`config.mk`:
```
export PLATFORM = sky130hd
export DESIGN_NAME = max7219_display
export DESIGN_NICKNAME = d
export VERILOG_FILES = /design/src/common/max7219_pkg.sv /design/src/logic/sck_timer.sv /design/src/logic/frame_source.sv /design/src/max7219/frame_shifter.sv /design/src/max7219/max7219_seq.sv /design/src/max7219/max7219_display.sv
export VERILOG_INCLUDE_DIRS = /design/src /design/src/common
export SDC_FILE = /design/constraint.sdc
export NUM_CORES = 1
export LEC_CHECK = 0
export ABC_AREA = 1
export BUFFER_PORTS_ARGS = -buffer_cell sky130_fd_sc_hd__buf_2
export CORE_UTILIZATION = 33
export DETAILED_ROUTE_END_ITERATION = 12
export PLACE_DENSITY = 0.58
export SKIP_CTS_REPAIR_TIMING = 1
export SYNTH_ARGS = -nofsm -noshare
export SYNTH_HDL_FRONTEND = slang
export SYNTH_SLANG_ARGS = --single-unit
```
`constraint.sdc`:
```
create_clock -name clk -period 6.5 [get_ports clk]
set_input_delay 0.65 -clock clk [delete_from_list [all_inputs] [get_ports clk]]
set_output_delay 0.65 -clock clk [all_outputs]
set_load 0.05 [all_outputs]
```
`src/common/max7219_macros.svh`:
```
// max7219 driver constants
// sck rate, frame size and sequencing counts

`ifndef MAX7219_MACROS_SVH
`define MAX7219_MACROS_SVH

// clk cycles per sck half period, 2 or more
// 5 gives one sck period per 10 clk
`define MAX_SCK_HALF 5

// bits per serial frame, address byte then data byte
`define MAX_FRAME_BITS 16

// configuration frames sent once after reset
`define MAX_INIT_FRAMES 6

// digits scanned on the display module
`define MAX_DIGITS 8

`endif

```
`src/common/max7219_pkg.sv`:
```
// shared types for the max7219 display driver
// register addresses, frame layout and sequencer states

package max7219_pkg;

   // chip register map, sent as the first byte of a frame
   typedef enum logic [7:0] {
      reg_nop          = 8'h00,
      reg_digit0       = 8'h01,
      reg_digit1       = 8'h02,
      reg_digit2       = 8'h03,
      reg_digit3       = 8'h04,
      reg_digit4       = 8'h05,
      reg_digit5       = 8'h06,
      reg_digit6       = 8'h07,
      reg_digit7       = 8'h08,
      reg_decode_mode  = 8'h09,
      reg_intensity    = 8'h0a,
      reg_scan_limit   = 8'h0b,
      reg_shutdown     = 8'h0c,
      reg_display_test = 8'h0f
   } reg_addr_e;

   // one 16-bit frame, addr goes out first, msb first
   typedef struct packed {
      reg_addr_e   addr;
      logic [7:0]  data;
   } frame_t;

   // sequencer states
   typedef enum logic [1:0] {
      st_start,   // entry after reset
      st_shift,   // frame on the wire
      st_load,    // load strobe to the chip
      st_next     // step to the next frame
   } seq_state_e;

endpackage

```
`src/logic/sck_timer.sv`:
```
// sck half-period timer
// ticks every MAX_SCK_HALF clk while a shift runs
`timescale 1ns/1ps
`include "max7219_macros.svh"

module sck_timer (
   input  logic clk,
   input  logic rst_n,
   input  logic busy,
   output logic tick
);

   localparam int               CNT_W  = $clog2(`MAX_SCK_HALF);
   localparam logic [CNT_W-1:0] RELOAD = CNT_W'(`MAX_SCK_HALF - 1);

   logic [CNT_W-1:0] cnt;

   always_ff @(posedge clk or negedge rst_n) begin
      if (!rst_n) begin
         cnt <= RELOAD;
      end else if (!busy || cnt == '0) begin
         cnt <= RELOAD;               // idle or end of a half period
      end else begin
         cnt <= cnt - 1'b1;
      end
   end

   // first tick lands MAX_SCK_HALF cycles after busy rises
   assign tick = busy && (cnt == '0);

endmodule

```
`src/logic/frame_source.sv`:
```
// frame source for the max7219 driver
// walks the init table, then scans digits 1 to 8 of a latched value
`timescale 1ns/1ps
`include "max7219_macros.svh"

module frame_source (
   input  logic                clk,
   input  logic                rst_n,
   input  logic                frame_next,
   input  logic [31:0]         display_value,
   output max7219_pkg::frame_t frame
);

   localparam int PTR_W = $clog2(`MAX_INIT_FRAMES);
   localparam int DIG_W = $clog2(`MAX_DIGITS + 1);
   localparam int NIB_W = $clog2(`MAX_DIGITS);

   logic [PTR_W-1:0]    init_ptr;
   logic                in_scan;
   logic [DIG_W-1:0]    digit;          // chip digit, 1 to 8
   logic [31:0]         value_q;
   logic                to_digit1;
   logic [NIB_W-1:0]    nib_sel;
   logic [3:0]          nibble;
   logic [6:0]          seg;            // a..g on bits 6..0
   max7219_pkg::frame_t init_frame;

   assign to_digit1 = frame_next && (in_scan ? (digit == DIG_W'(`MAX_DIGITS))
                                             : (init_ptr == PTR_W'(`MAX_INIT_FRAMES - 1)));

   always_ff @(posedge clk or negedge rst_n) begin
      if (!rst_n) begin
         init_ptr <= '0;
         in_scan  <= 1'b0;
         digit    <= DIG_W'(1);
      end else if (to_digit1) begin
         in_scan <= 1'b1;
         digit   <= DIG_W'(1);
      end else if (frame_next) begin
         if (in_scan) begin
            digit <= digit + 1'b1;
         end else begin
            init_ptr <= init_ptr + 1'b1;
         end
      end
   end

   // one value per scan, taken as digit 1 comes up
   always_ff @(posedge clk) begin
      if (to_digit1) begin
         value_q <= display_value;
      end
   end

   always_comb begin
      init_frame = '{addr: max7219_pkg::reg_nop, data: 8'h00};
      case (init_ptr)
         1: init_frame = '{addr: max7219_pkg::reg_display_test, data: 8'h00};
         2: init_frame = '{addr: max7219_pkg::reg_scan_limit, data: 8'h07};  // all 8 digits
         3: init_frame = '{addr: max7219_pkg::reg_decode_mode, data: 8'h00}; // raw segments
         4: init_frame = '{addr: max7219_pkg::reg_shutdown, data: 8'h01};    // normal operation
         5: init_frame = '{addr: max7219_pkg::reg_intensity, data: 8'h07};
         default: init_frame = '{addr: max7219_pkg::reg_nop, data: 8'h00};
      endcase
   end

   assign nib_sel = NIB_W'(digit - 1'b1);
   assign nibble  = value_q[{nib_sel, 2'b00} +: 4];

   always_comb begin
      case (nibble)
         4'h0: seg = 7'h7e;
         4'h1: seg = 7'h30;
         4'h2: seg = 7'h6d;
         4'h3: seg = 7'h79;
         4'h4: seg = 7'h33;
         4'h5: seg = 7'h5b;
         4'h6: seg = 7'h5f;
         4'h7: seg = 7'h70;
         4'h8: seg = 7'h7f;
         4'h9: seg = 7'h7b;
         4'ha: seg = 7'h77;
         4'hb: seg = 7'h1f;
         4'hc: seg = 7'h4e;
         4'hd: seg = 7'h3d;
         4'he: seg = 7'h4f;
         default: seg = 7'h47;   // F
      endcase
   end

   always_comb begin
      if (in_scan) begin
         frame.addr = max7219_pkg::reg_addr_e'(8'(digit));  // digit k is register k
         frame.data = {1'b0, seg};                         // decimal point off
      end else begin
         frame = init_frame;
      end
   end

   a_digit_range : assert property (
      @(posedge clk) disable iff (!rst_n)
      (digit >= DIG_W'(1)) && (digit <= DIG_W'(`MAX_DIGITS))
   ) else $error("digit counter left the range 1 to 8");

endmodule

```
`src/max7219/frame_shifter.sv`:
```
// serial shifter for one max7219 frame
// sends 16 bits msb first on din, chip samples on the rising sck edge
`timescale 1ns/1ps
`include "max7219_macros.svh"

module frame_shifter (
   input  logic                clk,
   input  logic                rst_n,
   input  logic                shift_start,
   input  max7219_pkg::frame_t frame,
   input  logic                tick,
   output logic                busy,
   output logic                shift_done,
   output logic                max_din,
   output logic                max_clk
);

   localparam int FB    = `MAX_FRAME_BITS;
   localparam int CNT_W = $clog2(FB);

   logic [FB-1:0]    frame_bits;
   logic [FB-1:0]    shift_q;       // bits still to send, next one at FB-2
   logic [CNT_W-1:0] bit_cnt;
   logic             last_bit;
   logic             fall_tick;     // sck high to low, next bit goes out

   assign frame_bits = frame;
   assign last_bit   = (bit_cnt == CNT_W'(FB - 1));
   assign fall_tick  = busy && tick && max_clk;

   always_ff @(posedge clk) begin
      if (shift_start && !busy) begin
         shift_q <= frame_bits;
      end else if (fall_tick) begin
         shift_q <= shift_q << 1;
      end
   end

   always_ff @(posedge clk or negedge rst_n) begin
      if (!rst_n) begin
         busy       <= 1'b0;
         shift_done <= 1'b0;
         max_din    <= 1'b0;
         max_clk    <= 1'b0;
         bit_cnt    <= '0;
      end else begin
         shift_done <= 1'b0;
         if (!busy) begin
            if (shift_start) begin
               busy    <= 1'b1;
               bit_cnt <= '0;
               max_din <= frame_bits[FB-1];   // msb set up during first low phase
            end
         end else if (tick) begin
            if (!max_clk) begin
               max_clk <= 1'b1;
            end else begin
               max_clk <= 1'b0;
               if (last_bit) begin
                  busy       <= 1'b0;
                  shift_done <= 1'b1;
                  max_din    <= 1'b0;
               end else begin
                  bit_cnt <= bit_cnt + 1'b1;
                  max_din <= shift_q[FB-2];
               end
            end
         end
      end
   end

   // sck idles low between frames
   a_sck_idle_low : assert property (
      @(posedge clk) disable iff (!rst_n)
      !busy |-> !max_clk
   ) else $error("max_clk high while the shifter is idle");

endmodule

```
`src/max7219/max7219_seq.sv`:
```
// frame sequencer for the max7219 link
// starts each shift, strobes load when it ends and steps the frame source
`timescale 1ns/1ps

module max7219_seq (
   input  logic clk,
   input  logic rst_n,
   input  logic shift_done,
   input  logic busy,
   output logic shift_start,
   output logic frame_next,
   output logic max_load
);

   max7219_pkg::seq_state_e state;
   max7219_pkg::seq_state_e state_nxt;
   logic                    shift_start_nxt;
   logic                    frame_next_nxt;
   logic                    max_load_nxt;

   // outputs are registered, so each strobe is set one state early
   always_comb begin
      state_nxt       = state;
      shift_start_nxt = 1'b0;
      frame_next_nxt  = 1'b0;
      max_load_nxt    = 1'b0;

      case (state)
         max7219_pkg::st_start: begin
            // frame source already shows init frame 0
            shift_start_nxt = 1'b1;
            state_nxt       = max7219_pkg::st_shift;
         end

         max7219_pkg::st_shift: begin
            if (shift_done) begin
               max_load_nxt = 1'b1;      // latch the 16 bits in the chip
               state_nxt    = max7219_pkg::st_load;
            end
         end

         max7219_pkg::st_load: begin
            frame_next_nxt = 1'b1;
            state_nxt      = max7219_pkg::st_next;
         end

         max7219_pkg::st_next: begin
            // frame source steps at the end of this cycle,
            // so the shifter sees the new frame with the start pulse
            shift_start_nxt = 1'b1;
            state_nxt       = max7219_pkg::st_shift;
         end

         default: begin
            state_nxt = max7219_pkg::st_start;
         end
      endcase
   end

   always_ff @(posedge clk or negedge rst_n) begin
      if (!rst_n) begin
         state       <= max7219_pkg::st_start;
         shift_start <= 1'b0;
         frame_next  <= 1'b0;
         max_load    <= 1'b0;
      end else begin
         state       <= state_nxt;
         shift_start <= shift_start_nxt;
         frame_next  <= frame_next_nxt;
         max_load    <= max_load_nxt;
      end
   end

   // load strobe must fall between frames, never during a shift
   a_load_not_busy : assert property (
      @(posedge clk) disable iff (!rst_n)
      max_load |-> !busy
   ) else $error("max_load raised while the shifter is busy");

   // a start during a shift would be lost by the shifter
   a_start_when_idle : assert property (
      @(posedge clk) disable iff (!rst_n)
      shift_start |-> !busy
   ) else $error("shift_start fired while the shifter is busy");

endmodule

```
`src/max7219/max7219_display.sv`:
```
// max7219 eight-digit display driver
// sends the init frames, then scans a 32-bit value as hex digits
`timescale 1ns/1ps

module max7219_display (
   input  logic        clk,
   input  logic        rst_n,
   input  logic [31:0] display_value,
   output logic        max_din,
   output logic        max_clk,
   output logic        max_load
);

   logic                 shift_start;
   logic                 shift_done;
   logic                 busy;
   logic                 tick;
   logic                 frame_next;
   max7219_pkg::frame_t  frame;      // current frame, held as a level

   max7219_seq max7219_seq_i (
      .clk         (clk),
      .rst_n       (rst_n),
      .shift_done  (shift_done),
      .busy        (busy),
      .shift_start (shift_start),
      .frame_next  (frame_next),
      .max_load    (max_load)
   );

   frame_shifter frame_shifter_i (
      .clk         (clk),
      .rst_n       (rst_n),
      .shift_start (shift_start),
      .frame       (frame),
      .tick        (tick),
      .busy        (busy),
      .shift_done  (shift_done),
      .max_din     (max_din),
      .max_clk     (max_clk)
   );

   sck_timer sck_timer_i (
      .clk   (clk),
      .rst_n (rst_n),
      .busy  (busy),
      .tick  (tick)
   );

   frame_source frame_source_i (
      .clk           (clk),
      .rst_n         (rst_n),
      .frame_next    (frame_next),
      .display_value (display_value),
      .frame         (frame)
   );

endmodule

```
=== Yosys cells after proc, flatten, opt, wreduce, memory -nomap -nowiden ===
Memory sizes are Yosys's and may differ from the RTL's.
Index checks and enable logic that the tools add are counted.

* Latch bits: 0
* Output and inout bits: 3
* Memory bits (writable): 0
* Memories kept: 1
* Bits in registers: 71
* Input port bits: 34
* Word-level logic and storage cells: 92
* ROM bits: 112

{| class="wikitable"
|+ Memory list
! name !! words !! width !! rd ports !! clocked after Yosys merged registers in !! write ports !! line !! source
|-
| (no name shown) || 16 || 7 || 1 || 0 || 0 || frame_source.sv:71 || <nowiki>case (nibble)</nowiki>
|}

* $mul: 0
* Muxes and demuxes: 35
* Divide/modulo/power cells: 0
* Reductions and logical operators: 19
* Bitwise logic cells: 2
* Add/subtract/negate cells: 5
* Magnitude comparators: 0
* Shifts and indexed selects: 1
* Equal/unequal tests: 14

{| class="wikitable"
|+ Operator list
! operator !! count
|-
| $pmux 12 s5 || 1
|-
| $mux 4 || 8
|-
| $shiftx 32x6->4 || 1
|-
| $mux 15 || 2
|-
| $mux 1 || 20
|-
| $mux 12 || 1
|-
| $add 4x1->4 const B || 2
|-
| $eq 4x4->1 const B || 2
|-
| $reduce_bool 2->1 || 4
|-
| $eq 3x2->1 const B || 2
|-
| $eq 3x3->1 const B || 2
|-
| $pmux 2 s3 || 1
|-
| $reduce_and 3->1 || 2
|-
| $sub 3x1->3 const B || 2
|-
| $logic_and 1x1->1 || 5
|-
| $eq 2x2->1 const B || 2
|-
| $ne 2x1->1 const B || 2
|-
| $ne 2x2->1 const B || 2
|-
| $reduce_and 2->1 || 2
|-
| $reduce_and 4->1 || 1
|-
| $add 3x1->3 const B || 1
|-
| $eq 3x1->1 const B || 1
|-
| $logic_not 3->1 || 1
|-
| $mux 3 || 1
|-
| 7 further kinds || 8
|}

=== Logic depth before layout (Yosys ltp) ===
* Depth in word-level cells: 6
* Gate-level depth with buffers: 16
* Mapped depth without buffers: 14

=== Modules after synthesis ===
A second synthesis with hierarchy kept.

* Cell total of the unflattened synthesis: 413
* Area total of the unflattened synthesis: 3698.5 um^2

{| class="wikitable"
|+ Modules (own cells, without submodules)
! module !! seq. area each (um^2) !! area an instance (um^2) !! cells each !! times used
|-
| frame_source || 1162.4 || 2249.7 || 255 || 1
|-
| frame_shifter || 650.6 || 1091.0 || 120 || 1
|-
| max7219_seq || 125.1 || 193.9 || 18 || 1
|-
| sck_timer || 76.3 || 163.9 || 20 || 1
|}

=== Least setup slack after synthesis ===
Ideal clock, no wire load.

* Kind: register to register
* Start point: reg frame_source_i.init_ptr[1]
* End point: reg frame_source_i.value_q[0] (enable)
* Slack: 3.689 ns
* Period minus slack after synthesis: 2.811 ns
* Arrival time: 2.387 ns
* Required time: 6.076 ns
* Setup time: 0.424 ns
* Path buffers: 0
* Stages on the path, launching flop included: 7
* Cell sequence: dfrtp_1 inv_1 ha_1 nand2_1 inv_1 o21ai_0 nor2_1

* Cells in the longest elaborated chain, start to end: 3

{| class="wikitable"
|+ Ends and longest elaborated chain
! what !! line !! source
|-
| start: declaration || frame_source.sv:18 || <nowiki>logic [PTR_W-1:0] init_ptr;</nowiki>
|-
| start signal: assignment || frame_source.sv:43 || <nowiki>init_ptr <= init_ptr + 1'b1;</nowiki>
|-
| $eq 3x3->1 || frame_source.sv:29 || <nowiki>: (init_ptr == PTR_W'(`MAX_INIT_FRAMES - 1)));</nowiki>
|-
| $mux 1 || frame_source.sv:28 || <nowiki>assign to_digit1 = frame_next && (in_scan ? (digit == DIG_W'(`MAX_DIGITS))</nowiki>
|-
| $logic_and 1x1->1 || frame_source.sv:28 ||
|-
| via frame_source_i.to_digit1 || frame_source.sv:22 || <nowiki>logic to_digit1;</nowiki>
|-
| end signal: assignment || frame_source.sv:51 || <nowiki>value_q <= display_value;</nowiki>
|-
| end: declaration || frame_source.sv:21 || <nowiki>logic [31:0] value_q;</nowiki>
|}

The timed path passes the listed nets, and every way through them passes these cells.
A chain may end at the register's enable or synchronous reset.

=== Worst setup path in the final report ===
* Start point: reg frame_source_i.digit[0]
* End point: reg frame_shifter_i.shift_q[3] (data pin)

* Cells in the longest elaborated chain, start to end: 5

{| class="wikitable"
|+ Ends and longest elaborated chain
! what !! line !! source
|-
| start: declaration || frame_source.sv:20 || <nowiki>logic [DIG_W-1:0] digit;</nowiki>
|-
| start signal: assignment || frame_source.sv:41 || <nowiki>digit <= digit + 1'b1;</nowiki>
|-
| $sub 3x1->3 || frame_source.sv:67 || <nowiki>assign nib_sel = NIB_W'(digit - 1'b1);</nowiki>
|-
| $shiftx 32x6->4 || frame_source.sv:68 || <nowiki>assign nibble = value_q[{nib_sel, 2'b00} +: 4];</nowiki>
|-
| $mem_v2 16x7 || - ||
|-
| $mux 12 || frame_source.sv:92 || <nowiki>if (in_scan) begin</nowiki>
|-
| $mux 15 || frame_shifter.sv:32 || <nowiki>if (shift_start && !busy) begin</nowiki>
|-
| end signal: assignment || frame_shifter.sv:33 || <nowiki>shift_q <= frame_bits;</nowiki>
|-
| end signal: assignment || frame_shifter.sv:35 || <nowiki>shift_q <= shift_q << 1;</nowiki>
|-
| end: declaration || frame_shifter.sv:22 || <nowiki>logic [FB-1:0] shift_q;</nowiki>
|}

No other way between the ends.

==> impl_metrics.py <==
metrics = {
    "run_status": {
        "status": "finished, final reports clean",
    },
    "finish": {
        "layout.nets": 430,
        "final_core_util_pct": 39.82,
        "area_taken_by_flip_flops_and_latches_um2": 2014,
        "finalInstanceArea_um2": 3946,
        "multi_input_area_um2": 1220,
        "layout.cells.non_filler": 516,
        "mostFrequentLayoutCell": "sky130_fd_sc_hd__nand2_1",
        "filler_cell_count": 983,
        "antennaDiodeCount": 0,
        "final_cell_mix": "81 x sky130_fd_sc_hd__nand2_1, 47 x sky130_fd_sc_hd__edfxtp_1, 38 x sky130_fd_sc_hd__inv_1",
        "layout_overhead_on_the_synthesized_area_pct": 15.74,
        "post_route_cells_drive_above_1_share_pct": 17.23,
    },
    "setup_path": {
        "timing.critical_path.to_type": "flip-flop",
        "crit_path_start_kind": "flip-flop",
        "timing_worst_setup_path_type": "reg2reg",
        "r2r_start": "frame_source_i.digit[0]$_DFFE_PN1P_",
        "r2r_slack_ns": 2.99,
        "setup.worst_path.start": "frame_source_i.digit[0]$_DFFE_PN1P_",
        "path_max_fanout": 21,
        "ff2ff_path_depth": 14,
        "worst_ep_arrival_time_ns": 3.62,
        "rr_endpoint": "frame_shifter_i.shift_q[3]$_DFFE_PP_",
        "timing.critical_path.required_ns": 6.61,
    },
    "floorplan": {
        "dieHeight_um": 103.6,
        "core-area_um2": 9910,
        "rows": 36,
        "io_pins": 37,
        "die_area_um2": 10740,
        "die_w_um": 103.6,
        "starting_utilization_of_the_core_area_pct": 34.41,
    },
    "flow_run": {
        "timing.max_cap.violations": 0,
    },
    "power": {
        "cellLeakagePower_nw": 1.733,
        "ir_worst_vdd_mv": 0.1064,
        "total_power_uw": 861.7,
        "power.density_cell_area_nw_per_um2": 218.3,
    },
    "yosys": {
        "synth_area_per_cell_um2": 10.18,
        "mappedNetlistNets": 387,
        "synth_area_leaders": "sky130_fd_sc_hd__edfxtp_1 41%, sky130_fd_sc_hd__dfrtp_1 16%, sky130_fd_sc_hd__nand2_1 8.9%",
        "synth.yosys.seq_area_share_pct": 59.08,
        "synth.cell_area_um2": 3410,
        "synthDominantAreaCellType": "sky130_fd_sc_hd__edfxtp_1",
        "synth.ff_latch_count": 71,
        "yosysWarningCount": 0,
        "netlist-cell-type-count": 37,
        "postSynthCellCount": 335,
        "netlist.area_leader.share_pct": 41.39,
    },
    "grt": {
        "antenna_violations_before_repair": 0,
        "grt_pass1_vias": 2347,
        "grt_first_pass_wirelength_mm": 10.94,
        "gr-usage-all-layers_pct": 12.91,
        "grt_start_max_net_pins": 31,
        "grt.overflow.total": 0,
    },
    "sta": {
        "total_negative_slack_for_setup_checks_ns": 0,
        "clock_skew_ns": 0.007255,
        "min_period_over_period_pct": 54.00,
        "hold_violations_final": 0,
        "finalMaxSlewViolations": 0,
        "grt_setup_unrepaired": "false",
        "layout_setup_ws_ns": 2.990,
        "achievable-frequency_ghz": 0.2849,
        "holdWs_ns": 0.2720,
        "period_needed_ns": 3.510,
        "timing.final.setup_violations": 0,
        "worstMarginPinSlew_ns": 0.6786,
        "slew-limit-headroom_pct": 54.65,
    },
    "place": {
        "dp_cells": 500,
        "pre_cts_ws_ns": 3.022,
        "gpl.final_weighted_congestion": 0.8344,
        "port_buffers": 36,
        "hpwlAfterDp_mm": 4.453,
        "placed_cell_areas_um2": 3742,
    },
    "drt": {
        "number_of_vias_in_the_routed_layout": 2346,
        "drt_pre_antenna_iters": 4,
        "drc_errors": 0,
        "routed_wl_mm": 6.241,
        "viasPerCell": 4.547,
        "post_drt_wl_per_cell_um": 12.09,
        "drtIter0Drc": 123,
        "antenna_left": 0,
    },
    "clock_network": {
        "cts_max_level": 3,
        "root_buffer": "sky130_fd_sc_hd__clkbuf_8",
        "tritoncts.num_buffers": 9,
        "num_clock_sinks": 71,
        "worst_setup_hold_path_clk_slew_ns": 0.07,
        "clockBufferDepth": 2,
        "tritoncts_clock_tree": "built",
        "worst_skew_pair.late_latency_ns": 0.35,
    },
    "worst_hold_path": {
        "hp-class": "in2async",
    },
}
power by group:
part	switching [mW]	internal, mW	leakage (nW)
logic	0.00558	0.00682	0.939
clock network	0.155	0.213	0.102
registers	0	0.481	0.692
cell families (layout without fill, tap and decap cells):
| logic type | count (synthesis) | after routing | synth area share, % |
|---|---|---|---|
| AOI/OAI and AO/OA | 41 | 41 | 7.340 |
| DFF | 71 | 71 | 59.08 |
| xor gates and xnor gates | 8 | 8 | 2.606 |
| buffers and inverters | 46 | 94 | 5.211 |
| and+or+nand+nor | 150 | 150 | 18.83 |
| muxes | 1 | 1 | 0.3303 |
| adders and majority gates | 18 | 18 | 6.606 |
critical path: stages (launching register included):
cell	delay, ns
sky130_fd_sc_hd__dfstp_2	0.75
sky130_fd_sc_hd__clkinv_1	0.50
sky130_fd_sc_hd__ha_1	0.66
sky130_fd_sc_hd__inv_1	0.21
sky130_fd_sc_hd__nor2_1	0.12
sky130_fd_sc_hd__o21ai_0	0.08
sky130_fd_sc_hd__nand3_1	0.11
sky130_fd_sc_hd__o21ai_2	0.09
sky130_fd_sc_hd__inv_1	0.13
sky130_fd_sc_hd__ha_1	0.25
sky130_fd_sc_hd__nand2_1	0.09
sky130_fd_sc_hd__o21ai_0	0.08
sky130_fd_sc_hd__nand2_1	0.07
sky130_fd_sc_hd__nand3_1	0.08
sky130_fd_sc_hd__nand2_1	0.05
cell usage after synthesis (all sizes together):
cell	n
nand3	27
a31oi	3
xor2	2
dfrtp	22
nand4	2
o31ai	2
ha	18
nand2	84
nor2	34
a22o	1
clkinv	2
a21oi	10
mux2	1
edfxtp	47
a31o	1
xnor2	6
o21bai	1
o22ai	1
clkbuf	1
o221ai	2
nand3b	1
o211ai	1
nor3	1
dfstp	2
buf	4
inv	39
o21ai	19
nor4	1
state kept, by name, indices dropped and copies added (netlist names):
register,count
frame_source_i.init_ptr,3
frame_source_i.in_scan,1
frame_source_i.digit,4
sck_timer_i.cnt,3
frame_source_i.value_q,32
frame_shifter_i.shift_done,1
frame_shifter_i.max_din,1
frame_shifter_i.bit_cnt,4
frame_shifter_i.max_clk,1
max7219_seq_i.shift_start,1
max7219_seq_i.state,2
max7219_seq_i.max_load,1
frame_shifter_i.shift_q,15
frame_shifter_i.busy,1
max7219_seq_i.frame_next,1
layer usage:
metal	up-vias	part of all wire, %	track usage [%]
met4	0	1.2	6.522
met5	-	0	0
met3	5	3.2	3.839
met1	1098	50	17.05
met2	42	45	19.18
li1	1201	-	-
how the worst max path moves through the flow:
| stage | to |
|---|---|
| 5_1_grt | frame_shifter_i.shift_q[3]$_DFFE_PP_ |
| 2_1_floorplan | frame_source_i.value_q[0]$_DFFE_PP_ |
| 3_5_place_dp | frame_shifter_i.shift_q[3]$_DFFE_PP_ |
| 4_1_cts | frame_shifter_i.shift_q[3]$_DFFE_PP_ |
| 3_3_place_gp | frame_shifter_i.shift_q[3]$_DFFE_PP_ |
| 6_report | frame_shifter_i.shift_q[3]$_DFFE_PP_ |
final cells by class:
cell class | instances | area share, %
multi-input combinational | 218 | 30.91
timing repair buffer | 37 | 4.756
inverter | 41 | 3.900
tap | 133 | 4.217
clock buffer | 11 | 3.329
clock inverter | 5 | 1.839
sequential | 71 | 51.05
Note: power is estimated with default switching activity, not from simulation.
